## src/rtl/eeprom_pkg.sv

```systemverilog
package eeprom_pkg;

    // 2 KB part, eight blocks of 256 bytes
    localparam int ADDR_W = 11;

    localparam logic [3:0] DEV_TYPE = 4'b1010;

    typedef enum logic [1:0] {
        OP_START,
        OP_STOP,
        OP_WRITE,
        OP_READ
    } bus_op_t;

    typedef enum logic [3:0] {
        IDLE,
        START,
        CTRL_W,     // control byte, write direction
        ADDR_LO,
        DATA_W,
        RESTART,
        CTRL_R,     // control byte, read direction
        DATA_R,
        STOP,
        DONE
    } seq_state_t;

    // control byte sent after every start
    typedef union packed {
        logic [7:0] raw;
        struct packed {
            logic [3:0] dev_type;
            logic [2:0] block;      // addr[10:8]
            logic       rnw;
        } fields;
    } ctrl_byte_u;

endpackage
```

## src/rtl/host_cmd_latch.sv

```systemverilog
module host_cmd_latch (
    input  logic                         CLK,
    input  logic                         RESET,
    input  logic                         wr,
    input  logic                         rd,
    input  logic [eeprom_pkg::ADDR_W-1:0] addr,
    input  logic [7:0]                   wr_data,
    output logic                         cmd_valid,
    output logic                         cmd_read,
    output logic [eeprom_pkg::ADDR_W-1:0] cmd_addr,
    output logic [7:0]                   cmd_data,
    input  logic                         seq_finish,
    input  logic [7:0]                   seq_rd_byte,
    output logic                         ack,
    output logic [7:0]                   rd_data
);

    logic accept;

    // strobes while a request is outstanding are dropped
    assign accept = !cmd_valid && (wr || rd);

    always_ff @(posedge CLK)
    begin
        if (RESET)
        begin
            cmd_valid <= 1'b0;
            ack       <= 1'b0;
        end
        else
        begin
            ack <= seq_finish;
            if (seq_finish)
                cmd_valid <= 1'b0;
            else if (accept)
                cmd_valid <= 1'b1;
        end
    end

    always_ff @(posedge CLK)
    begin
        if (accept)
        begin
            cmd_read <= !wr;            // wr wins over rd
            cmd_addr <= addr;
            cmd_data <= wr_data;
        end
        if (seq_finish && cmd_read)
            rd_data <= seq_rd_byte;     // held until next read
    end

    // ack is a single pulse per transaction
    a_ack_pulse : assert property (@(posedge CLK) disable iff (RESET)
        ack |=> !ack);

endmodule

```

## config.mk

```make
export PLATFORM = sky130hd
export DESIGN_NAME = host_cmd_latch
export DESIGN_NICKNAME = d
export VERILOG_FILES = /design/src/rtl/eeprom_pkg.sv /design/src/rtl/host_cmd_latch.sv
export SDC_FILE = /design/constraint.sdc
export NUM_CORES = 1
export LEC_CHECK = 0
export CAP_MARGIN = 10
export CORE_MARGIN = 10
export CORE_UTILIZATION = 45
export DETAILED_ROUTE_END_ITERATION = 8
export DONT_BUFFER_PORTS = 1
export PLACE_DENSITY_LB_ADDON = 0.12
export SETUP_SLACK_MARGIN = 0.1
export SYNTH_ARGS = -nofsm -noshare
export SYNTH_HDL_FRONTEND = slang
export SYNTH_SLANG_ARGS = --single-unit
```

## constraint.sdc

```tcl
create_clock -name CLK -period 2.37 [get_ports CLK]
set_clock_uncertainty 0.15 [all_clocks]
set_input_delay 0.237 -clock CLK [delete_from_list [all_inputs] [get_ports CLK]]
set_output_delay 0.237 -clock CLK [all_outputs]
set_load 0.02 [all_outputs]
```

==> flow_results.org <==
** Pwr
- VDD sags by at most around 0.00050 V.
- Power density over the cells :: around 750 nW/um^2
- The completed layout was analyzed and its total power is 0.993 mW.
- For this design the static power due to leakage is 0.469 nW.

** Final layout
- Total area of sequential cells :: 881 um^2
- Leaving out fill and tap cells, the most frequent cells in the layout are sky130_fd_sc_hd__dlygate4sd3_1, sky130_fd_sc_hd__edfxtp_1, sky130_fd_sc_hd__clkbuf_4.
- Number of diodes added for antenna fixing :: 0
- Nets :: 108
- Fraction of final layout cells sized beyond drive strength 1 :: 0.107
- In the final layout, the multi-input gates occupy 40.0 um^2.
- From synthesis to final layout, the design area changed by 42.5%.
- Final Core Density :: 0.672
- Leaving out fill and tap cells, the most frequent cell in the layout is sky130_fd_sc_hd__dlygate4sd3_1.
- Counting the fill cells in the layout gives 145.

** CTS
- After clock tree synthesis, the clock-pin slew on the worst setup and hold paths is 80 ps.
- The tree is rooted in a sky130_fd_sc_hd__clkbuf_4.
- Number of buffers on the longest clock path :: 2
- Once the clock tree was built, the resizer swapped 0 gates to a different size.
- TritonCTS built the clock tree.
- Clock network latency to the later pin of the worst-skew pair :: 310 ps
- The clock net in this run drives a total of 30 sinks.
- H-Tree Level Count :: 2
- Buffers inserted during clock tree synthesis total 5.
- In this run the post-CTS setup repair buffer count came out at 0.

** Yosys
- Each instance of the synthesized netlist takes up on average around 25 um^2.
- Synthesis Warnings :: 0
- After technology mapping, the gate count stands at 37.
- When the netlist entered floorplanning its net count stood at around 70.
- For this run, the register share of the synthesized area comes to 0.953.
- Area share of the largest cell type after synthesis :: 0.909
- In this run the cell area of the synthesized design comes to 925 um^2.
- Yosys mapped the design onto 7 distinct sky130hd cell types.
- In the post-synthesis netlist, the biggest area contributors are sky130_fd_sc_hd__edfxtp_1, sky130_fd_sc_hd__dfxtp_1, sky130_fd_sc_hd__nor3_2, sky130_fd_sc_hd__nor2_1, sky130_fd_sc_hd__and2_1.
- In this run, synthesis produced a sequential element count of 30.
- Cell type with the highest aggregate area in the netlist :: sky130_fd_sc_hd__edfxtp_1

** Timing
- The final number of hold-violating endpoints came to 0.
- In the post-route analysis, the smallest setup slack over all paths is ~900 ps.
- For the pin with the worst max-slew slack, the measured transition is 340 ps.
- The worst path in the final design needs a cycle of 1480 ps, including I/O delays and setup.
- Setup TNS :: 0 ps
- The worst pin sits at a relative slew slack of 0.773.
- The max-slew violation count was 0.
- In the finished design, the share of the clock period the worst path needs comes to 0.623.
- Across all hold checks on the routed design, the worst slack comes to 64.9 ps.
- Unrepaired setup endpoints after global routing :: no
- Setup violations remaining at the end of the flow were counted as 0.
- Derived from the worst setup path, the maximum achievable clock frequency is between 600 and 700 MHz.

** Die
- The region available for standard cell placement spans 1960 um^2.
- The initial utilization of the core area, before any placement, comes to 0.471.
- 62 I/O pins were placed.
- DIE AREA :: around 4300 um^2
- From bottom edge to top edge, the die measures 65.3 um.
- From left edge to right edge, the die measures roughly 65 um.
- Number of standard-cell rows in the floorplan :: 16

** Worst hold path
- The tightest min-delay check is of the input port to flip-flop type.
- Hold path startpoint :: rd

** Routing
- The pre-antenna-repair detailed-routing pass consisted of 2 iterations.
- After detailed routing, the average wire length per cell comes to 22.5 um.
- Per-cell via count in the routed design :: 4.75
- In the routed design, unresolved DRC markers number 0.
- The routed layout has around 480 vias.
- After the first detailed-routing iteration, the DRC count stood at 10.
- Post-Route WL :: approximately 2.3 mm
- Once detail routing completed, the nets flagged for antenna violations numbered 0.

** Worst setup path
- CP endpoint kind :: flip-flop
- Arrival time reported for the critical path endpoint :: 1530 ps
- The worst register-to-register path begins at cmd_valid.
- Required time of the critical path :: 2430 ps
- The worst setup path is of the flip-flop to flip-flop kind.
- Of all nets on the critical path, the largest fanout is 3.
- The critical path starts at cmd_valid.
- The worst setup path is launched from a flip-flop.

** Global route
- Global-route total usage across every layer :: 0.114
- For this run the aggregate overflow at the end of global routing stands at 0.
- Largest net degree at the start of global routing :: 20
- Number of antenna violations at the first check in global routing :: 0
- Via count of the first global-routing pass :: just under 600
- The first global-routing pass estimated 3.43 mm of wire.

** Place
- Post-detailed-placement half-perimeter wirelength :: 1.57 mm
- Before CTS, the worst setup slack after placement is 1040 ps.
- The congestion estimate from routability-driven global placement came to 0.652.
- During placement, the flow inserted port buffers numbering 0.

** Job
- Number of maximum-capacitance violations :: 0

** Run status
- Status :: finished, final reports clean
==> stage by stage <==
stage	cells	cell area [um^2]
2_1_floorplan	37	925
3_3_place_gp	65	966
3_5_place_dp	65	966
4_1_cts	102	1320
5_1_grt	102	1320
6_report	102	1320
==> synth_stat cells, drive strengths merged <==
cell	count
nor2	2
nor2b	1
nor3	2
edfxtp	28
dfxtp	2
inv	1
and2	1
==> flip-flops by register name, indices dropped and copies added, names as in the netlist <==
signal,cells
ack,1
cmd_data,8
cmd_read,1
cmd_valid,1
rd_data,8
cmd_addr,11
==> critical path, stage by stage (launching register included) <==
cell and delay (ps):
sky130_fd_sc_hd__dfxtp_1 400, sky130_fd_sc_hd__nor3_2 220, sky130_fd_sc_hd__nor3_2 50, sky130_fd_sc_hd__dlygate4sd3_1 550
==> metal layers <==
metal / global-route usage / share of wire
met4: 0.0428 / 0.026
met5: 0 / 0
met3: 0.110 / 0.15
met1: 0.0995 / 0.33
met2: 0.179 / 0.50
==> worst paths after layout <==
check,slack (ps),cells past startpoint,end
setup reg to reg,890,3,cmd_valid
hold / removal,60,2,cmd_read
hold reg to reg,590,1,cmd_read
setup / recovery,890,3,cmd_valid
==> kinds of logic after synthesis <==
family / after synthesis / share of synthesized area
flip-flops: 30 / 0.953
AND/OR/NAND/NOR: 6 / 0.0433
buffers and inverters: 1 / 0.00406
==> what timing repair did <==
action | CTS | global route
hold buffers | 31 | 0
setup endpoints to repair | 0 | 0
hold endpoints to repair | 30 | 0
==> area by class of cell <==
type,count,share of cell area
Inverter,1,0.00285
Clock buffer,5,0.0285
Clock inverter,1,0.00285
Multi-Input combinational cell,6,0.0304
Sequential cell,30,0.669
Tap cell,27,0.0256
Timing Repair Buffer,32,0.241
==> where the power goes <==
part / switching, mW / internal (mW)
clock: 0.149 / 0.101
combinational: 0.0218 / 0.0384
sequential: 0.0599 / 0.623
total: 0.231 / 0.762
No activity file was read; power rests on OpenSTA's default activity.
