==> src/rtl/eeprom_pkg.sv <==
package eeprom_pkg;

    // 2 KB part, eight blocks of 256 bytes
    localparam int ADDR_W = 11;

    localparam logic [3:0] DEV_TYPE = 4'b1010;

    typedef enum logic [1:0] {
        OP_START,
        OP_STOP,
        OP_WRITE,
        OP_READ
    } bus_op_t;

    typedef enum logic [3:0] {
        IDLE,
        START,
        CTRL_W,     // control byte, write direction
        ADDR_LO,
        DATA_W,
        RESTART,
        CTRL_R,     // control byte, read direction
        DATA_R,
        STOP,
        DONE
    } seq_state_t;

    // control byte sent after every start
    typedef union packed {
        logic [7:0] raw;
        struct packed {
            logic [3:0] dev_type;
            logic [2:0] block;      // addr[10:8]
            logic       rnw;
        } fields;
    } ctrl_byte_u;

endpackage
==> src/rtl/bit_link_if.sv <==
interface bit_link_if;

    import eeprom_pkg::*;

    logic       go;         // one-cycle request, engine idle only
    bus_op_t    op;
    logic [7:0] tx_byte;
    logic       done;       // one-cycle, end of operation
    logic [7:0] rx_byte;    // valid from done until next go

    modport sequencer (
        output go,
        output op,
        output tx_byte,
        input  done,
        input  rx_byte
    );

    modport engine (
        input  go,
        input  op,
        input  tx_byte,
        output done,
        output rx_byte
    );

endinterface

==> src/rtl/eeprom_sequencer.sv <==
module eeprom_sequencer (
    input  logic                         CLK,
    input  logic                         RESET,
    input  logic                         cmd_valid,
    input  logic                         cmd_read,
    input  logic [eeprom_pkg::ADDR_W-1:0] cmd_addr,
    input  logic [7:0]                   cmd_data,
    output logic                         seq_finish,
    output logic [7:0]                   seq_rd_byte,
    bit_link_if.sequencer                link
);

    import eeprom_pkg::*;

    seq_state_t state;
    seq_state_t nxt_state;
    logic       issue;
    bus_op_t    nxt_op;
    logic [7:0] nxt_byte;
    ctrl_byte_u ctrl_w;
    ctrl_byte_u ctrl_r;

    always_comb
    begin
        ctrl_w.fields.dev_type = DEV_TYPE;
        ctrl_w.fields.block    = cmd_addr[ADDR_W-1:8];
        ctrl_w.fields.rnw      = 1'b0;
        ctrl_r.fields.dev_type = DEV_TYPE;
        ctrl_r.fields.block    = cmd_addr[ADDR_W-1:8];
        ctrl_r.fields.rnw      = 1'b1;
    end

    // state names the bus operation in flight
    always_comb
    begin
        nxt_state = state;
        issue     = 1'b0;
        nxt_op    = OP_START;
        nxt_byte  = cmd_addr[7:0];
        case (state)
            IDLE:
            begin
                if (cmd_valid)
                begin
                    nxt_state = START;
                    issue     = 1'b1;
                end
            end
            START:
            begin
                if (link.done)
                begin
                    nxt_state = CTRL_W;
                    issue     = 1'b1;
                    nxt_op    = OP_WRITE;
                    nxt_byte  = ctrl_w.raw;
                end
            end
            CTRL_W:
            begin
                if (link.done)
                begin
                    nxt_state = ADDR_LO;
                    issue     = 1'b1;
                    nxt_op    = OP_WRITE;
                end
            end
            ADDR_LO:
            begin
                if (link.done)
                begin
                    issue = 1'b1;
                    if (cmd_read)
                    begin
                        nxt_state = RESTART;    // repeated start, same op code
                    end
                    else
                    begin
                        nxt_state = DATA_W;
                        nxt_op    = OP_WRITE;
                        nxt_byte  = cmd_data;
                    end
                end
            end
            DATA_W:
            begin
                if (link.done)
                begin
                    nxt_state = STOP;
                    issue     = 1'b1;
                    nxt_op    = OP_STOP;
                end
            end
            RESTART:
            begin
                if (link.done)
                begin
                    nxt_state = CTRL_R;
                    issue     = 1'b1;
                    nxt_op    = OP_WRITE;
                    nxt_byte  = ctrl_r.raw;
                end
            end
            CTRL_R:
            begin
                if (link.done)
                begin
                    nxt_state = DATA_R;
                    issue     = 1'b1;
                    nxt_op    = OP_READ;
                end
            end
            DATA_R:
            begin
                if (link.done)
                begin
                    nxt_state = STOP;
                    issue     = 1'b1;
                    nxt_op    = OP_STOP;
                end
            end
            STOP:
            begin
                if (link.done)
                    nxt_state = DONE;
            end
            DONE:
                nxt_state = IDLE;   // lets cmd_valid drop first
            default:
                nxt_state = IDLE;
        endcase
    end

    always_ff @(posedge CLK)
    begin
        if (RESET)
        begin
            state      <= IDLE;
            link.go    <= 1'b0;
            seq_finish <= 1'b0;
        end
        else
        begin
            state      <= nxt_state;
            link.go    <= issue;
            seq_finish <= (state == STOP) && link.done;
        end
    end

    always_ff @(posedge CLK)
    begin
        if (issue)
        begin
            link.op      <= nxt_op;
            link.tx_byte <= nxt_byte;
        end
        if ((state == DATA_R) && link.done)
            seq_rd_byte <= link.rx_byte;
    end

    // no new operation until the engine has reported the last one
    a_go_after_done : assert property (@(posedge CLK) disable iff (RESET)
        link.go |=> (!link.go until_with link.done));

endmodule

==> src/flat_wrapper.sv <==
// flat-port wrapper written by rule: the top's interface ports become plain ports
module eeprom_sequencer_flat import eeprom_pkg::*;
  (CLK, RESET, cmd_valid, cmd_read, cmd_addr, cmd_data, seq_finish, seq_rd_byte, link_go, link_op, link_tx_byte, link_done, link_rx_byte);
  bit_link_if link_i ();
  input  logic CLK;
  input  logic RESET;
  input  logic cmd_valid;
  input  logic cmd_read;
  input  logic [eeprom_pkg::ADDR_W-1:0] cmd_addr;
  input  logic [7:0] cmd_data;
  output logic seq_finish;
  output logic [7:0] seq_rd_byte;
  output wire logic [$bits(link_i.go)-1:0] link_go;
  output wire logic [$bits(link_i.op)-1:0] link_op;
  output wire logic [$bits(link_i.tx_byte)-1:0] link_tx_byte;
  input wire logic [$bits(link_i.done)-1:0] link_done;
  input wire logic [$bits(link_i.rx_byte)-1:0] link_rx_byte;
  assign link_go = link_i.go;
  assign link_op = link_i.op;
  assign link_tx_byte = link_i.tx_byte;
  assign link_i.done = link_done;
  assign link_i.rx_byte = link_rx_byte;
  eeprom_sequencer u_core (.CLK(CLK), .RESET(RESET), .cmd_valid(cmd_valid), .cmd_read(cmd_read), .cmd_addr(cmd_addr), .cmd_data(cmd_data), .seq_finish(seq_finish), .seq_rd_byte(seq_rd_byte), .link(link_i));
endmodule
==> config.mk <==
export PLATFORM = sky130hd
export DESIGN_NAME = eeprom_sequencer_flat
export DESIGN_NICKNAME = d
export VERILOG_FILES = /design/src/rtl/eeprom_pkg.sv /design/src/rtl/bit_link_if.sv /design/src/rtl/eeprom_sequencer.sv /design/src/flat_wrapper.sv
export SDC_FILE = /design/constraint.sdc
export NUM_CORES = 1
export LEC_CHECK = 0
export ABC_CLOCK_PERIOD_IN_PS = 1810
export BUFFER_PORTS_ARGS = -buffer_cell sky130_fd_sc_hd__buf_2
export CORE_MARGIN = 4
export CORE_UTILIZATION = 35
export CTS_CLUSTER_DIAMETER = 60
export DETAILED_ROUTE_END_ITERATION = 10
export GPL_TIMING_DRIVEN = 0
export PLACE_DENSITY = 0.67
export SLEW_MARGIN = 10
export SYNTH_ARGS = -nofsm -noshare
export SYNTH_HDL_FRONTEND = slang
export SYNTH_SLANG_ARGS = --single-unit
==> constraint.sdc <==
create_clock -name CLK -period 1.81 [get_ports CLK]
set_clock_uncertainty 0.05 [all_clocks]
set_input_delay 0.0905 -clock CLK [delete_from_list [all_inputs] [get_ports CLK]]
set_output_delay 0.0905 -clock CLK [all_outputs]
set_load 0.1 [all_outputs]
==> run metrics, run 1 <==
max_slew headroom 67.2%; Vias/cell 4.79; initial antenna violation count 0; worst skew pair latency 0.31 ns; 1st-iter DRT viols 27; hold crit path type in -> reg; core area 3030 um^2; post-route setup TNS 0 ns; WL final 2580 um; Filler Cell Count 276; most common flop cell mapped by yosys edfxtp_1; diode count 0; CP Launch Type flop; Worst Path Required 1.77 ns; most frequent cells in the layout buf_2 (53), edfxtp_1 (18), dlygate4sd3_1 (10); layout cell share with drive strength beyond 1 43.6%; All-Layer GR Usage 12.9%; post-DP HPWL 1980 um; CP Max Fanout 10; min Tclk post-route 1.70 ns; DRT Pass-1 Iters 4; P_leak 0.000680 uW; gpl congestion 0.770; Post-Syn Area 1100 um^2; dpl cells 186; vias in the first global route 1,004; max-slew violations 0; commonest non-fill, non-tap cell in the layout buf_2; top cells by area, synth edfxtp_1 (49%), dfxtp_1 (11%), mux2i_1 (3.6%); Setup violations, final 0; register area 661 um^2; fmax 588 MHz; Avg WL per Cell 12.9 um; maxcap violations 0; die height 64.2 um; Cell Pwr Density 969 nW/um^2; flop2flop setup slack 0.11 ns; die area 4120 um^2; run status finished clean; Die W 64.2 um; Final #Nets 189; WHS 0.0129 ns; Yosys warning count 0; met1 Use GR 14.2%; slew of the pin with the lowest slew margin 0.495 ns; Area Overhead vs Synth 42.9%; net count after synthesis 123; worst setup path category reg -> reg; Num CTS Buffers 3; critical path launch point u_core.state[2]; cells after synthesis 91; via count 957; Seq cells post-synth 24; met3 Track Usage GR 2.64%; CP Data Arrival Time 1.66 ns; Synth cell types 32; global-route wire length before repair 4230 um; Remaining Overflow, GRT 0; EDFF count, synth 18; largest net degree at the start of global routing 15; Placed Area 1410 um^2; post-synth top area share 49.0%; Starting Density 36.4%; CTS tree built; worst r2r src u_core.state[2]; leading area contributor after synthesis edfxtp_1; # DRC 0; Design Area, Final 1580 um^2; area occupied by multi-input gates 390 um^2; Layout Utilization 52.1%; R2R depth 4; Worst Hold Launch cmd_addr[5]; Clock Tree Root clkbuf_4; Worst Setup End Kind flop; ys async rst share 0%; hold path depth 3; clock sink count 24; FP Rows 20; Final Hold Viols 0; GRT Max-Usage Layer met2; fin crit share 93.9%; Port Buf Inserts 51; DRT antenna net count 0; Final Non-Filler Cells 200; IO Count 52; maximum buffer depth of the clock tree 2; met2 global-route usage 24.1%; clk slew on worst S/H paths 0.14 ns; H-tree depth 1; post-synthesis average cell area 12.1 um^2; RSZ-0062 raised after global routing false; IR drop worst, VDD 0.330 mV; register area share after synthesis 59.9%
## routing by layer
layer,vias to the layer above,wire (um)
li1,471,-
met5,-,0
met1,456,1060
met3,2,153
met4,0,23
met2,28,1340
## power by group
part | switching, uW | internal (uW) | total (uW)
Combinational | 368 | 122 | 490
Sequential | 13.4 | 643 | 657
Clock | 158 | 224 | 382
Total | 539 | 989 | 1530
## Yosys cell counts (3+ instances only)
| cell | instances |
|---|---|
| inv_1 | 4 |
| a222oi_1 | 3 |
| dfxtp_1 | 6 |
| nor3_1 | 7 |
| a21oi_1 | 4 |
| nor2_1 | 8 |
| edfxtp_1 | 18 |
| mux2i_1 | 4 |
| buf_6 | 3 |
| nand2_1 | 6 |
| o21ai_0 | 3 |
## repair_timing
| action | 4_1_cts | 5_1_grt |
|---|---|---|
| gates cloned | 0 | 0 |
| buffers inserted | 0 | 0 |
| hold buffers | 10 | 0 |
| resized for setup | 2 | 1 |
| endpoints found under the setup margin | 10 | 8 |
| hold endpoints to repair | 15 | 0 |
## sequential cells by signal, indices dropped and copies added (netlist names)
signal               cells
u_core.seq_rd_byte       8
u_core.link.go           1
u_core.seq_finish        1
u_core.state             4
u_core.link.tx_byte      8
u_core.link.op           2
## kinds of logic (layout without fill, tap and decap cells)
| group | count (synthesis) | after routing | share of synthesized area (%) |
|---|---|---|---|
| AO/OA/AOI/OAI | 17 | 17 | 10.9 |
| XOR/XNOR | 1 | 1 | 0.794 |
| buffers and inverters | 10 | 75 | 5.67 |
| flip-flops | 24 | 24 | 59.9 |
| multiplexers | 5 | 5 | 4.65 |
| AND/OR/NAND/NOR | 34 | 34 | 18.1 |
## worst paths after layout
path                            end
max reg2reg  u_core.link.tx_byte[3]
max          u_core.link.tx_byte[3]
min          u_core.link.tx_byte[5]
min reg2reg       u_core.link.op[0]
## worst max-delay path: stages (launching register included)
cell,delay (ns)
dfxtp_1,0.38
buf_6,0.16
nor3_1,0.31
mux2i_1,0.20
nor2_4,0.30
## metrics by stage
stage,setup slack [ns],power [uW]
CTS,0.0737,1540
global route,0.00553,1600
finish,0.110,1530
global placement,-0.155,1130
detailed placement,-0.248,1140
floorplan,0.0556,1050
## area by class of cell
cell class	instances	area share, %
Clock buffer	3	1.43
Buffer	5	2.78
Timing Repair Buffer	61	22.5
Inverter	5	1.19
Clock inverter	1	1.90
Multi-Input combinational cell	57	24.8
Tap cell	44	3.49
Sequential cell	24	41.9
No activity file was read; power rests on OpenSTA's default activity.
==> run 2, diff against run 1 <==
--- a/config.mk
+++ b/config.mk
@@ -7,6 +7,8 @@
 export LEC_CHECK = 0
 export ABC_CLOCK_PERIOD_IN_PS = 1810
 export BUFFER_PORTS_ARGS = -buffer_cell sky130_fd_sc_hd__buf_2
+export CAP_MARGIN = 20
+export CORE_ASPECT_RATIO = 2
 export CORE_MARGIN = 4
 export CORE_UTILIZATION = 35
 export CTS_CLUSTER_DIAMETER = 60
==> run metrics, run 2 (synthesized netlist as in run 1, its figures left out) <==
run status finished clean; Area Overhead vs Synth 39.7%; Hold Path Sink u_core.state[3]; Layout Utilization 51.2%; slew of the pin with the lowest slew margin 0.500 ns; clk slew on worst S/H paths 0.08 ns; Cell Pwr Density 969 nW/um^2; initial antenna violation count 0; core area 3010 um^2; slowest cell delay on critical path 0.36 ns; diode count 0; Worst Setup End Kind flop; FP Rows 28; Final Hold Viols 0; most frequent cells in the layout buf_2 (53), edfxtp_1 (18), dlygate4sd3_1 (8); DRT Pass-1 Iters 4; max_slew headroom 66.4%; Avg WL per Cell 14.1 um; largest net degree at the start of global routing 14; DRT antenna net count 0; Port Buf Inserts 51; vias in the first global route 884; gpl congestion 0.911; DR WL met2 1400 um; All-Layer GR Usage 12.7%; clock sink count 24; Worst Hold Launch RESET; Filler Cell Count 273; worst skew pair latency 0.26 ns; global-route wire length before repair 3870 um; min Tclk post-route 1.65 ns; 1st-iter DRT viols 24; hold path depth 2; CP Launch Type flop; R2R depth 4; post-route setup TNS 0 ns; fin crit share 91.2%; IR drop worst, VDD 0.441 mV; max-slew violations 0; Met1 Routed Length 937 um; metal3 WL 212 um; CTS tree built; Design Area, Final 1540 um^2; worst setup path category reg -> reg; flop2flop setup slack 0.16 ns; Die W 47.7 um; Setup violations, final 0; IO Count 52; crit-path cells buf_6, nor3_1, mux2i_1, nor2_4; WHS 0.0309 ns; Final #Nets 187; worst r2r src u_core.state[2]; top sig layer met4; CP Max Fanout 10; Num CTS Buffers 3; hold crit path type in -> reg; Starting Density 36.6%; Clock Tree Root clkbuf_8; Vias/cell 5.09; H-tree depth 1; Crit-path slowest cell dfxtp_1; RSZ-0062 raised after global routing false; maxcap violations 0; post-DP HPWL 2000 um; CP Data Arrival Time 1.55 ns; die height 87.4 um; fmax 606 MHz; Worst R2R End u_core.link.tx_byte[2]; registers with the most flip-flops u_core.link.tx_byte x8, u_core.seq_rd_byte x8, u_core.state x4; WL final 2590 um; # DRC 0; Placed Area 1400 um^2; via count 937; die area 4170 um^2; layout cell share with drive strength beyond 1 44.2%; Worst Path Required 1.70 ns; maximum buffer depth of the clock tree 2; P_leak 0.000672 uW; Remaining Overflow, GRT 0; commonest non-fill, non-tap cell in the layout buf_2
-- run 2: cell types whose count changed in the layout (fill, tap and decap cells not counted), sizes merged --
cell | previous run | this run
bufinv | 1 | 0
clkbuf | 3 | 4
dlygate4sd3 | 10 | 8
-- run 2: layout make-up --
type / count / area (um^2) / area share (%)
flip-flops and latches: 24 / 661 / 42.9
inverters: 5 / 18.8 / 1.22
clock buffers: 4 / 55.1 / 3.57
plain buffers: 5 / 43.8 / 2.84
well taps: 30 / 37.5 / 2.44
repair buffers: 59 / 335 / 21.8
multi-input cells: 57 / 390 / 25.3
-- run 2: routing by layer --
metal / vias to the layer above / global-route usage, %
met2: 39 / 22.2
met1: 432 / 13.7
li1: 462 / -
met4: 0 / 6.13
met5: - / 0
met3: 4 / 2.07
-- run 2: how the worst max path moves through the flow --
stage / depth (start not counted) / start / slack, ns / end
after floorplan: 4 / u_core.state[2] / 0.06 / u_core.link.op[0]
after global placement: 4 / u_core.state[2] / -0.16 / u_core.link.tx_byte[7]
after detailed placement: 4 / u_core.state[2] / -0.17 / u_core.link.tx_byte[7]
after CTS: 4 / u_core.state[2] / 0.03 / u_core.link.tx_byte[6]
after global routing: 4 / u_core.state[2] / 0.05 / u_core.link.tx_byte[2]
final: 4 / u_core.state[2] / 0.16 / u_core.link.tx_byte[2]
-- run 2: repair_timing --
action                                  CTS  global route
buffers inserted                          0             0
endpoints found under the setup margin   10            18
endpoints found under the hold margin     8             0
hold buffers                              8             0
gates resized for setup                   1             2
pin swaps                                 0             0
gates cloned                              0             0
-- run 2: worst max-delay path: cells and delay by family (launching register included) --
kind,cells,cell delay (ns)
simple gates,2,0.57
flops,1,0.36
buf+inv,1,0.16
mux,1,0.20
-- run 2: through the flow --
step / total power (uW) / setup WS [ns] / std cells
final: 1490 / 0.160 / 184
after global routing: 1560 / 0.0466 / 184
after CTS: 1500 / 0.0345 / 184
after detailed placement: 1140 / -0.172 / 172
after global placement: 1130 / -0.158 / 172
after floorplan: 1050 / 0.0556 / 91
-- run 2: where the power goes --
group          leakage [uW]  internal, uW  switching (uW)  total [uW]
clock network     0.0000288           194             159         353
registers          0.000220           643            12.7         656
logic              0.000423           119             366         484
total              0.000672           956             538        1490
