## config.mk

```make
export PLATFORM = sky130hd
export DESIGN_NAME = serial_bit_engine_flat
export DESIGN_NICKNAME = d
export VERILOG_FILES = /design/src/rtl/eeprom_pkg.sv /design/src/rtl/bit_link_if.sv /design/src/rtl/serial_bit_engine.sv /design/src/flat_wrapper.sv
export SDC_FILE = /design/constraint.sdc
export NUM_CORES = 1
export LEC_CHECK = 0
export BUFFER_PORTS_ARGS = -buffer_cell sky130_fd_sc_hd__clkbuf_2
export CORE_MARGIN = 2
export CORE_UTILIZATION = 28
export CTS_BUF_LIST = sky130_fd_sc_hd__clkbuf_16
export CTS_CLUSTER_SIZE = 25
export DETAILED_ROUTE_END_ITERATION = 6
export SLEW_MARGIN = 40
export SYNTH_ARGS = -nofsm -noshare
export SYNTH_HDL_FRONTEND = slang
export SYNTH_SLANG_ARGS = --single-unit
```

## constraint.sdc

```tcl
create_clock -name CLK -period 4.05 [get_ports CLK]
set_input_delay 0.405 -clock CLK [delete_from_list [all_inputs] [get_ports CLK]]
set_output_delay 0.405 -clock CLK [all_outputs]
set_load 0.005 [all_outputs]
```

## src/rtl/eeprom_pkg.sv

```systemverilog
package eeprom_pkg;

    // 2 KB part, eight blocks of 256 bytes
    localparam int ADDR_W = 11;

    localparam logic [3:0] DEV_TYPE = 4'b1010;

    typedef enum logic [1:0] {
        OP_START,
        OP_STOP,
        OP_WRITE,
        OP_READ
    } bus_op_t;

    typedef enum logic [3:0] {
        IDLE,
        START,
        CTRL_W,     // control byte, write direction
        ADDR_LO,
        DATA_W,
        RESTART,
        CTRL_R,     // control byte, read direction
        DATA_R,
        STOP,
        DONE
    } seq_state_t;

    // control byte sent after every start
    typedef union packed {
        logic [7:0] raw;
        struct packed {
            logic [3:0] dev_type;
            logic [2:0] block;      // addr[10:8]
            logic       rnw;
        } fields;
    } ctrl_byte_u;

endpackage
```

## src/rtl/bit_link_if.sv

```systemverilog
interface bit_link_if;

    import eeprom_pkg::*;

    logic       go;         // one-cycle request, engine idle only
    bus_op_t    op;
    logic [7:0] tx_byte;
    logic       done;       // one-cycle, end of operation
    logic [7:0] rx_byte;    // valid from done until next go

    modport sequencer (
        output go,
        output op,
        output tx_byte,
        input  done,
        input  rx_byte
    );

    modport engine (
        input  go,
        input  op,
        input  tx_byte,
        output done,
        output rx_byte
    );

endinterface

```

## src/rtl/serial_bit_engine.sv

```systemverilog
module serial_bit_engine #(
    parameter int HALF_PERIOD = 2
) (
    input  logic       CLK,
    input  logic       RESET,
    bit_link_if.engine link,
    output logic       scl,
    output logic       sda_oe,     // high pulls sda low
    input  logic       sda_in
);

    import eeprom_pkg::*;

    localparam int PERIOD = 2 * HALF_PERIOD;
    localparam int CNT_W  = $clog2(PERIOD);
    localparam int MID    = HALF_PERIOD + HALF_PERIOD / 2;   // middle of scl high

    localparam logic [CNT_W-1:0] DATA_PT = '0;                  // scl low
    localparam logic [CNT_W-1:0] COND_PT = CNT_W'(MID - 1);    // start/stop edge
    localparam logic [CNT_W-1:0] SAMP_PT = CNT_W'(MID);
    localparam logic [CNT_W-1:0] LAST_PT = CNT_W'(PERIOD - 1);
    localparam logic [CNT_W-1:0] HIGH_PT = CNT_W'(HALF_PERIOD);

    logic             busy;
    logic [CNT_W-1:0] cnt;
    logic [3:0]       bit_cnt;
    bus_op_t          op_q;
    logic [7:0]       shift;
    logic             done_q;
    logic             ack_slot;
    logic             last_period;

    // every period is a low half then a high half, idle leaves scl high
    assign scl = !busy || (cnt >= HIGH_PT);

    assign ack_slot    = (bit_cnt == 4'd8);
    assign last_period = (op_q == OP_START) || (op_q == OP_STOP) || ack_slot;

    assign link.done    = done_q;
    assign link.rx_byte = shift;

    always_ff @(posedge CLK)
    begin
        if (RESET)
        begin
            busy    <= 1'b0;
            cnt     <= '0;
            bit_cnt <= '0;
            sda_oe  <= 1'b0;
            done_q  <= 1'b0;
        end
        else
        begin
            done_q <= 1'b0;
            if (!busy)
            begin
                if (link.go)
                begin
                    busy    <= 1'b1;
                    cnt     <= '0;
                    bit_cnt <= '0;
                end
            end
            else
            begin
                if (cnt == DATA_PT)
                begin
                    case (op_q)
                        OP_START: sda_oe <= 1'b0;
                        OP_STOP:  sda_oe <= 1'b1;
                        OP_WRITE: sda_oe <= !ack_slot && !shift[7];
                        default:  sda_oe <= 1'b0;   // read bits and nack
                    endcase
                end
                if (cnt == COND_PT)
                begin
                    if (op_q == OP_START)
                        sda_oe <= 1'b1;     // sda falls, scl high
                    else if (op_q == OP_STOP)
                        sda_oe <= 1'b0;     // sda rises, scl high
                end
                if (cnt == LAST_PT)
                begin
                    cnt <= '0;
                    if (last_period)
                    begin
                        busy   <= 1'b0;
                        done_q <= 1'b1;
                    end
                    else
                    begin
                        bit_cnt <= bit_cnt + 4'd1;
                    end
                end
                else
                begin
                    cnt <= cnt + 1'b1;
                end
            end
        end
    end

    // slave ack in slot 8 is clocked but not looked at
    always_ff @(posedge CLK)
    begin
        if (!busy && link.go)
        begin
            op_q  <= link.op;
            shift <= link.tx_byte;
        end
        else if (busy)
        begin
            if ((op_q == OP_READ) && !ack_slot && (cnt == SAMP_PT))
                shift <= {shift[6:0], sda_in};
            if ((op_q == OP_WRITE) && (cnt == LAST_PT))
                shift <= {shift[6:0], 1'b0};
        end
    end

    // data and ack bits never move sda while scl is high
    a_sda_stable : assert property (@(posedge CLK) disable iff (RESET)
        $changed(sda_oe) && !(op_q inside {OP_START, OP_STOP}) |-> !scl);

endmodule

```

## src/flat_wrapper.sv

```systemverilog
// flat-port wrapper written by rule: the top's interface ports become plain ports
module serial_bit_engine_flat import eeprom_pkg::*;
#(
    parameter int HALF_PERIOD = 2
)
  (CLK, RESET, scl, sda_oe, sda_in, link_go, link_op, link_tx_byte, link_done, link_rx_byte);
  bit_link_if link_i ();
  input  logic CLK;
  input  logic RESET;
  output logic scl;
  output logic sda_oe;
  input  logic sda_in;
  input wire logic [$bits(link_i.go)-1:0] link_go;
  input wire logic [$bits(link_i.op)-1:0] link_op;
  input wire logic [$bits(link_i.tx_byte)-1:0] link_tx_byte;
  output wire logic [$bits(link_i.done)-1:0] link_done;
  output wire logic [$bits(link_i.rx_byte)-1:0] link_rx_byte;
  assign link_i.go = link_go;
  assign link_i.op = link_op;
  assign link_i.tx_byte = link_tx_byte;
  assign link_done = link_i.done;
  assign link_rx_byte = link_i.rx_byte;
  serial_bit_engine #(.HALF_PERIOD(HALF_PERIOD)) u_core (.CLK(CLK), .RESET(RESET), .link(link_i), .scl(scl), .sda_oe(sda_oe), .sda_in(sda_in));
endmodule
```

==> metrics, run 1 <==
type of origin of the critical path=flop; synthesized net count=114; fin nets=140; number of instances resized during post-cts repair=0; status=finished clean; setup slack after placement=2.20 ns; clock network fraction of design power=0.425; CTS root buf=sky130_fd_sc_hd__clkbuf_16; startpoint of the most critical register-to-register path=u_core.bit_cnt[0]; number of synthesis warnings=0; startpoint-to-endpoint class of the critical path=flop to flop; Synth Register Bits=19; CTS tree=done; static power due to leakage=0.000523 uW; number of buffers inserted during clock tree synthesis=3; io pins=25; final number of setup-violating endpoints=0; clock slew at the register clock pins of the worst setup and hold paths=0.05 ns; Area Overhead vs Synth=23.6%; wirelength, routed=1810 um; relative slew slack=0.556; Required @ worst endpoint=3.93 ns; die width=63.7 um; largest fanout of any net on the critical path=8; Max Slew Vio Count=0; Port Buffer Count=24; effective utilization at floorplan=0.295; Int Power=371 uW; Avg Synthesized Cell Area=11.0 um2; ranking of synthesized cells by area=sky130_fd_sc_hd__edfxtp_1 (30%), sky130_fd_sc_hd__dfxtp_1 (18%), sky130_fd_sc_hd__ha_1 (11%); capturing element type of the critical path=flop; library cells used by synthesis=27; diodes inserted=0; drt initial violations=31; max-cap violations=0; Layout Skew=0.00149 ns; number of antenna violations at the first check in global routing=0; async set-or-reset flop fraction in the synthesized netlist=0; routed length per instance=11.2 um; crit share post-route=0.459; # rows=21; maximum number of buffers from clock root to sink=2; layout cell share with drive strength beyond 1=0.336; worst-path cell chain=inv_1, ha_1, nand3b_1, a21oi_1, o21bai_1; post-CTS setup buffers=0; cell accounting for the most synthesized area=sky130_fd_sc_hd__edfxtp_1; first-pass GRT wire length=3070 um; number of H-tree levels=1; area share of the leading cell type in the synthesized netlist=0.301; crit path launch=u_core.bit_cnt[0]; DRT antenna net count=0; critical path buffer and inverter count=1; half-perimeter wire length after detailed placement=1390 um; Clock Sink Count=19; Synth Instances=91; pin count of the biggest net entering global routing=17; Critical Path Max Stage Delay=0.54 ns; maximum VDD drop=159 uV; Cell Pwr Density=378 nW/um2; Min Clock Period, post-route=1.86 ns; drt via density=4.64; post-layout total power=467 uW; fraction of power spent switching nets=0.204; setup repair after global routing missed its margin=no; setup total negative slack=0 ns; share of the yosys chip area belonging to registers=0.481; DIE AREA=4060 um2; Skew-Pair Late Insertion Delay=0.25 ns; actual slew at the worst max-slew pin=0.665 ns; Filler cells=334; Reg power frac=0.475; dominant register cell in the synthesized netlist=sky130_fd_sc_hd__edfxtp_1; crit path setup slack, layout=2.19 ns; mapped cell area=998 um2; total number of vias=751; Total GRT Usage=0.0986; cell type group with the largest total delay on the critical path=compound AO/OA/AOI/OAI gates; grt ovf=0; count of flip-flops with a built-in enable after synthesis=10; die outline height=63.7 um; upper clock frequency limit=538 MHz; net switching power=95.4 uW; start point of the worst hold path=link_op[1]; Slowest cell on crit path=sky130_fd_sc_hd__o21bai_1; Gate power share=0.101; length of the first detailed-routing pass in iterations=4; placer's final routability congestion estimate=0.780; hold crit path type=primary input to flop; DRC errors left=0; Hold Fails Final Rpt=0; hold bufs inserted after CTS=0; core area=3390 um2; post-route worst hold slack=0.335 ns; number of global-route vias before repair=699; arrival time of data at the critical path endpoint=1.74 ns
## power by group through the flow
stage | Sequential (uW) | Clock [uW] | Combinational, uW
6_report | 222 | 198 | 47.1
5_1_grt | 223 | 211 | 53.0
4_1_cts | 222 | 202 | 47.7
3_5_place_dp | 225 | 0 | 47.4
3_3_place_gp | 225 | 0 | 46.9
2_1_floorplan | 223 | 0 | 32.5
## worst paths after layout
path / depth (start not counted) / slack [ns] / to
worst min-delay path: 1 / 0.33 / u_core.op_q[1]
worst max-delay path: 5 / 2.19 / u_core.link.rx_byte[3]
worst max register to register: 5 / 2.19 / u_core.link.rx_byte[3]
worst min register to register: 1 / 0.52 / u_core.sda_oe
## state kept, by name (all words and copies together) (netlist names)
name,cells
u_core.link.rx_byte,8
u_core.op_q,2
u_core.link.done,1
u_core.cnt,2
u_core.busy,1
u_core.sda_oe,1
u_core.bit_cnt,4
## stage by stage
stage / std cells / instance area (um2) / utilization
2_1_floorplan: 91 / 998 / -
3_3_place_gp: 158 / 1150 / 0.340
3_5_place_dp: 158 / 1150 / 0.340
4_1_cts: 162 / 1230 / 0.364
5_1_grt: 162 / 1230 / 0.364
6_report: 162 / 1230 / 0.364
## Yosys cell counts (all sizes together), types with 2 or more instances
| cell type | number |
|---|---|
| nor2b | 3 |
| inv | 8 |
| mux2 | 7 |
| ha | 9 |
| nand3 | 3 |
| xor2 | 2 |
| a21oi | 5 |
| buf | 3 |
| nand2 | 8 |
| dfxtp | 9 |
| edfxtp | 10 |
| nor2 | 8 |
| nor3 | 4 |
| nand4 | 2 |
## cell usage in the layout, fill, tap and decap left out, types with 3 or more instances in the layout
cell	Yosys	routed
sky130_fd_sc_hd__nand2_1	8	8
sky130_fd_sc_hd__mux2_2	5	5
sky130_fd_sc_hd__inv_1	8	8
sky130_fd_sc_hd__dfxtp_1	9	9
sky130_fd_sc_hd__clkbuf_2	0	24
sky130_fd_sc_hd__edfxtp_1	10	10
sky130_fd_sc_hd__clkbuf_16	0	3
sky130_fd_sc_hd__a21oi_1	5	5
sky130_fd_sc_hd__nor2_1	8	8
sky130_fd_sc_hd__nor2b_1	3	3
sky130_fd_sc_hd__ha_1	9	9
sky130_fd_sc_hd__nand3_1	3	3
## layer usage
metal,up-vias,share of wire,GRT usage
li1,366,-,-
met1,339,0.45,0.110
met2,38,0.44,0.164
met3,8,0.078,0.0321
met4,0,0.035,0.0543
met5,-,0,0
## logic make-up after synthesis
group	count (synthesis)	synth area share
xor gates and xnor gates	2	0.0175
adders and majority gates	9	0.113
AOI/OAI and AO/OA	10	0.0639
and+or+nand+nor	31	0.168
DFF	19	0.481
muxes	8	0.0965
buffers and inverters	12	0.0601
## area by class of cell
cell class	instances	area [um2]	area share
Clock buffer	3	75.1	0.0609
Clock inverter	1	5.00	0.00406
Inverter	8	30.0	0.0243
Multi-Input combinational cell	60	458	0.371
Sequential cell	19	480	0.389
Tap cell	46	57.6	0.0467
Timing Repair Buffer	25	128	0.103
Power figures use the tool's default switching activity.
==> run 2, diff against run 1 <==
ABC_AREA = 1   (was unset)
clock period = 1.55 ns   (was 4.05 ns; I/O delays follow)
==> metrics, run 2 <==
setup slack, reg-to-reg=0.12 ns (-2.06 ns); Area Overhead vs Synth=27.5%; Synth Register Bits=19 (unchanged); upper clock frequency limit=702 MHz (+31%); largest fanout of any net on the critical path=8 (unchanged); die outline height=63.8 um (about the same); critical path buffer and inverter count=2 (+1); half-perimeter wire length after detailed placement=1600 um (+16%); cell type group with the largest total delay on the critical path=flip-flops; routed length per instance=10.2 um (-8.8%); Avg Synthesized Cell Area=8.26 um2 (-25%); Max Slew Vio Count=0 (unchanged); number of global-route vias before repair=755 (+8.0%); max-cap violations=0 (unchanged); core area=3390 um2 (unchanged); hold crit path type=primary input to flop; hold bufs inserted after CTS=0 (unchanged); maximum number of buffers from clock root to sink=2 (unchanged); worst-path cell chain=inv_1, ha_1, nand3_2, a21oi_1, o21ai_2, buf_6; effective utilization at floorplan=0.295 (+0.000369); Hold Fails Final Rpt=0 (unchanged); commonest cells after routing, fill and taps aside=sky130_fd_sc_hd__nand2_1 (39), sky130_fd_sc_hd__clkbuf_2 (24), sky130_fd_sc_hd__inv_1 (19), sky130_fd_sc_hd__edfxtp_1 (10); library cells used by synthesis=16 (-41%); ranking of synthesized cells by area=sky130_fd_sc_hd__edfxtp_1 (30%), sky130_fd_sc_hd__dfxtp_1 (18%), sky130_fd_sc_hd__nand2_1 (15%); share of the yosys chip area belonging to registers=0.481 (-0.000602); area share of the leading cell type in the synthesized netlist=0.300 (-0.000376); pin count of the biggest net entering global routing=13 (-4); grt ovf=0 (unchanged); static power due to leakage=0.000610 uW (+17%); number of H-tree levels=1 (unchanged); Filler cells=339 (+1.5%); fin nets=174 (+24%); count of flip-flops with a built-in enable after synthesis=10 (unchanged); drt initial violations=12 (-61%); DRT antenna net count=0 (unchanged); most frequent standard cell in the layout excluding fill and tap cells=sky130_fd_sc_hd__nand2_1; dominant register cell in the synthesized netlist=sky130_fd_sc_hd__edfxtp_1; relative slew slack=0.837 (+0.281); io pins=25 (unchanged); DIE AREA=4060 um2 (+0.11%); Port Buffer Count=24 (unchanged); die width=63.8 um (about the same); async set-or-reset flop fraction in the synthesized netlist=0 (unchanged); Critical Path Max Stage Delay=0.37 ns (-0.17 ns); startpoint-to-endpoint class of the critical path=flop to flop; drt via density=4.24 (-8.4%); layout cell share with drive strength beyond 1=0.247 (-0.0895); first-pass GRT wire length=3260 um (+6.3%); number of buffers inserted during clock tree synthesis=3 (unchanged); CTS tree=done; Min Clock Period, post-route=1.43 ns (-0.435 ns); DRC errors left=0 (unchanged); cell accounting for the most synthesized area=sky130_fd_sc_hd__edfxtp_1; list of most frequent post-synthesis cells=sky130_fd_sc_hd__nand2_1 (39), sky130_fd_sc_hd__inv_1 (19), sky130_fd_sc_hd__edfxtp_1 (10), sky130_fd_sc_hd__dfxtp_1 (9), sky130_fd_sc_hd__ha_1 (9); number of synthesis warnings=0 (unchanged); length of the first detailed-routing pass in iterations=2 (-2); number of antenna violations at the first check in global routing=0 (unchanged); Clock Sink Count=19 (unchanged); wirelength, routed=2000 um (+10%); Required @ worst endpoint=1.52 ns (-2.41 ns); max FFs per register=8 (unchanged); # rows=21 (unchanged); final number of setup-violating endpoints=0 (unchanged); Skew-Pair Late Insertion Delay=0.25 ns (about the same); library cell with the highest instance count after synthesis=sky130_fd_sc_hd__nand2_1; Layout Skew=0.00331 ns (+0.00182 ns); setup repair after global routing missed its margin=no; actual slew at the worst max-slew pin=0.244 ns (-0.421 ns); post-CTS setup buffers=0 (unchanged); Slowest cell on crit path=sky130_fd_sc_hd__dfxtp_1; mapped cell area=1000 um2 (+0.13%); number of instances resized during post-cts repair=0 (unchanged); Cell Pwr Density=984 nW/um2 (+160%); CTS root buf=sky130_fd_sc_hd__clkbuf_16; total number of vias=832 (+11%); type of origin of the critical path=flop; Synth Instances=121 (+33%); setup total negative slack=0 ns (unchanged); placer's final routability congestion estimate=0.708 (-9.3%); crit share post-route=0.919 (+0.460); maximum VDD drop=426 uV (+170%); status=finished clean; synthesized net count=144 (+26%); capturing element type of the critical path=flop; Total GRT Usage=0.108 (+0.00929); diodes inserted=0 (unchanged); clock slew at the register clock pins of the worst setup and hold paths=0.06 ns (about the same); arrival time of data at the critical path endpoint=1.39 ns (-0.35 ns); post-route worst hold slack=0.0820 ns (-0.253 ns)
==> run 2: logic make-up after synthesis <==
family / share of synthesized area
buffers and inverters: 0.0839
adder cells (fa/ha/maj): 0.113
AND/OR/NAND/NOR: 0.245
AO/OA/AOI/OAI: 0.0776
flip-flops: 0.481
==> run 2: final timing paths <==
kind / depth (start not counted) / start / end
setup / recovery: 6 / u_core.bit_cnt[0] / u_core.link.rx_byte[6]
hold / removal: 1 / link_op[0] / u_core.op_q[0]
setup reg to reg: 6 / u_core.bit_cnt[0] / u_core.link.rx_byte[6]
hold reg to reg: 1 / u_core.bit_cnt[0] / u_core.bit_cnt[0]
==> run 2: area by class of cell <==
class	count	area [um2]	share of cell area
tap	46	57.6	0.0451
sequential	19	480	0.377
timing repair buffer	26	139	0.109
clock buffer	3	75.1	0.0589
inverter	21	78.8	0.0618
clock inverter	1	5.00	0.00393
multi-input combinational	80	439	0.344
==> run 2: power breakdown <==
group / internal (uW) / switching [uW]
Clock: 346 / 190
Combinational: 58.7 / 78.7
Sequential: 562 / 19.0
Total: 967 / 288
==> run 2: routing by layer <==
metal  part of all wire  up-vias  GRT usage
li1                   -      440          -
met1               0.43      378      0.115
met2               0.51       10      0.179
met3              0.031        4     0.0370
met4              0.031        0     0.0734
met5                  0        -          0
==> run 2: stage by stage <==
stage	util	setup WS, ns	total power (uW)	cells	cell area, um2
2_1_floorplan	-	0.143	667	121	1000
3_3_place_gp	0.351	0.165	723	192	1190
3_5_place_dp	0.351	0.117	731	192	1190
4_1_cts	0.375	0.105	1270	196	1270
5_1_grt	0.376	0.0214	1310	196	1270
6_report	0.376	0.125	1250	196	1270
==> run 3, diff against run 2 <==
CTS_BUF_LIST = unset   (was sky130_fd_sc_hd__clkbuf_16)
==> metrics, run 3 (synthesis results as in run 2) <==
total number of vias=826 (-0.72%); die width=63.8 um (unchanged); Worst Hold Path EP=u_core.op_q[0]; cell count of the worst hold path=1 (unchanged); global-route track usage on met2=0.175 (-0.00395); startpoint-to-endpoint class of the critical path=flop to flop; Min Clock Period, post-route=1.41 ns (-0.0132 ns); number of antenna violations at the first check in global routing=0 (unchanged); diodes inserted=0 (unchanged); number of H-tree levels=1 (unchanged); layout cell share with drive strength beyond 1=0.253 (+0.00667); actual slew at the worst max-slew pin=0.245 ns (+0.000777 ns); Layout Skew=0.00505 ns (+0.00175 ns); drt via density=4.21 (-0.72%); placer's final routability congestion estimate=0.708 (unchanged); Skew-Pair Late Insertion Delay=0.30 ns (+0.05 ns); max FFs per register=8 (unchanged); DRT antenna net count=0 (unchanged); fin nets=174 (unchanged); status=finished clean; clock slew at the register clock pins of the worst setup and hold paths=0.11 ns (+0.05 ns); Max Slew Vio Count=0 (unchanged); post-CTS setup buffers=0 (unchanged); number of buffers inserted during clock tree synthesis=3 (unchanged); wirelength, routed=1940 um (-3.0%); DRC errors left=0 (unchanged); relative slew slack=0.837 (about the same); routed length per instance=9.88 um (-3.0%); die outline height=63.8 um (unchanged); area taken by flip-flops and latches=482 um2 (+0.26%); met1 usage=0.112 (-0.00333); setup repair after global routing missed its margin=no; capturing element type of the critical path=flop; crit path launch=u_core.bit_cnt[1]; upper clock frequency limit=708 MHz (+0.93%); type of origin of the critical path=flop; most frequent standard cell in the layout excluding fill and tap cells=sky130_fd_sc_hd__nand2_1; max-cap violations=0 (unchanged); pin count of the biggest net entering global routing=13 (unchanged); capture instance of the worst register-to-register path=u_core.link.rx_byte[6]; drt initial violations=15 (+3); setup slack, reg-to-reg=0.14 ns (about the same); number of global-route vias before repair=753 (-0.26%); final number of setup-violating endpoints=0 (unchanged); # rows=21 (unchanged); Port Buffer Count=24 (unchanged); Cells after DPL=192 (unchanged); DIE AREA=4060 um2 (unchanged); busiest layer in global routing=met2; setup slack after placement=0.117 ns (unchanged); Cell Pwr Density=793 nW/um2 (-19%); first-pass GRT wire length=3170 um (-2.7%); arrival time of data at the critical path endpoint=1.43 ns (+0.04 ns); commonest cells after routing, fill and taps aside=sky130_fd_sc_hd__nand2_1 (39), sky130_fd_sc_hd__clkbuf_2 (24), sky130_fd_sc_hd__inv_1 (19), sky130_fd_sc_hd__edfxtp_1 (10), sky130_fd_sc_hd__ha_1 (9); half-perimeter wire length after detailed placement=1600 um (unchanged); maximum number of buffers from clock root to sink=2 (unchanged); fin util=0.360 (-0.0162); non-filler instance count after layout=196 (unchanged); effective utilization at floorplan=0.295 (unchanged); maximum VDD drop=421 uV (-1.4%); static power due to leakage=0.000586 uW (-3.9%); cell count of the worst reg-to-reg path=6 (unchanged); footprint of the multi-input gates=439 um2 (unchanged); grt ovf=0 (unchanged); Clock Sink Count=19 (unchanged); Filler cells=349 (+2.9%); core area=3390 um2 (unchanged); Area Overhead vs Synth=22.0%; CTS tree=done; met3 routing resource usage after global routing=0.0370 (unchanged); length of the first detailed-routing pass in iterations=4 (+2); crit share post-route=0.911 (-0.00851); startpoint of the most critical register-to-register path=u_core.bit_cnt[1]; crit path setup slack, layout=0.138 ns (+0.0132 ns); io pins=25 (unchanged); start point of the worst hold path=link_op[0]; Hold Fails Final Rpt=0 (unchanged); Required @ worst endpoint=1.57 ns (+0.05 ns); hold crit path type=primary input to flop; largest fanout of any net on the critical path=8 (unchanged); CTS root buf=sky130_fd_sc_hd__clkbuf_4; Total GRT Usage=0.101 (-0.00674); setup total negative slack=0 ns (unchanged)
==> run 3: cell count changes in the layout (fill, tap and decap cells not counted) <==
cell / previous run / this run
sky130_fd_sc_hd__buf_6: 1 / 0
sky130_fd_sc_hd__dfxtp_2: 0 / 1
sky130_fd_sc_hd__dfxtp_1: 9 / 8
sky130_fd_sc_hd__clkbuf_4: 0 / 3
sky130_fd_sc_hd__clkbuf_16: 3 / 0
sky130_fd_sc_hd__buf_4: 1 / 2
==> run 3: worst max path at each step <==
stage	to	slack, ns	cells after the start
after global placement	u_core.link.rx_byte[0]	0.16	6
after floorplan	u_core.link.rx_byte[0]	0.14	5
after detailed placement	u_core.link.rx_byte[1]	0.12	6
final	u_core.link.rx_byte[6]	0.14	6
after global routing	u_core.link.rx_byte[6]	0.03	6
after CTS	u_core.link.rx_byte[7]	0.1	6
==> run 3: metal layers <==
metal  vias to the layer above  wire (um)
met4                         0         34
met3                         4         64
li1                        438          -
met2                        11        975
met1                       373        863
met5                         -          0
==> run 3: area by class of cell <==
| cell class | instances | share of cell area |
|---|---|---|
| flip-flops and latches | 19 | 0.395 |
| well taps | 46 | 0.0472 |
| clock inverters | 1 | 0.00410 |
| multi-input cells | 80 | 0.360 |
| clock buffers | 3 | 0.0185 |
| repair buffers | 26 | 0.111 |
| inverters | 21 | 0.0646 |
==> run 3: stage by stage <==
| stage | area, um2 | power, uW | hold slack, ns |
|---|---|---|---|
| floorplan | 1000 | 667 | 0.224 |
| global placement | 1190 | 723 | 0.332 |
| detailed placement | 1190 | 731 | 0.343 |
| CTS | 1220 | 983 | 0.0202 |
| global route | 1220 | 1030 | 0.0125 |
| finish | 1220 | 968 | 0.0305 |
==> run 3: where the power goes <==
part | switching (uW) | internal [uW] | leakage (uW) | total (uW)
Sequential | 18.5 | 561 | 0.000170 | 580
Clock | 157 | 96.1 | 0.0000177 | 253
Combinational | 78.1 | 57.4 | 0.000399 | 135
Total | 253 | 715 | 0.000586 | 968
==> run 3: critical path: stages (launching register included) <==
cell                      delay [ns]
sky130_fd_sc_hd__dfxtp_1        0.38
sky130_fd_sc_hd__inv_1          0.07
sky130_fd_sc_hd__ha_1           0.19
sky130_fd_sc_hd__nand3_2        0.12
sky130_fd_sc_hd__a21oi_1        0.09
sky130_fd_sc_hd__o21ai_2        0.11
sky130_fd_sc_hd__buf_4          0.18
==> run 3: repair_timing <==
action	4_1_cts	5_1_grt
gates resized for setup	0	1
hold buffers	0	0
setup endpoints to repair	0	3
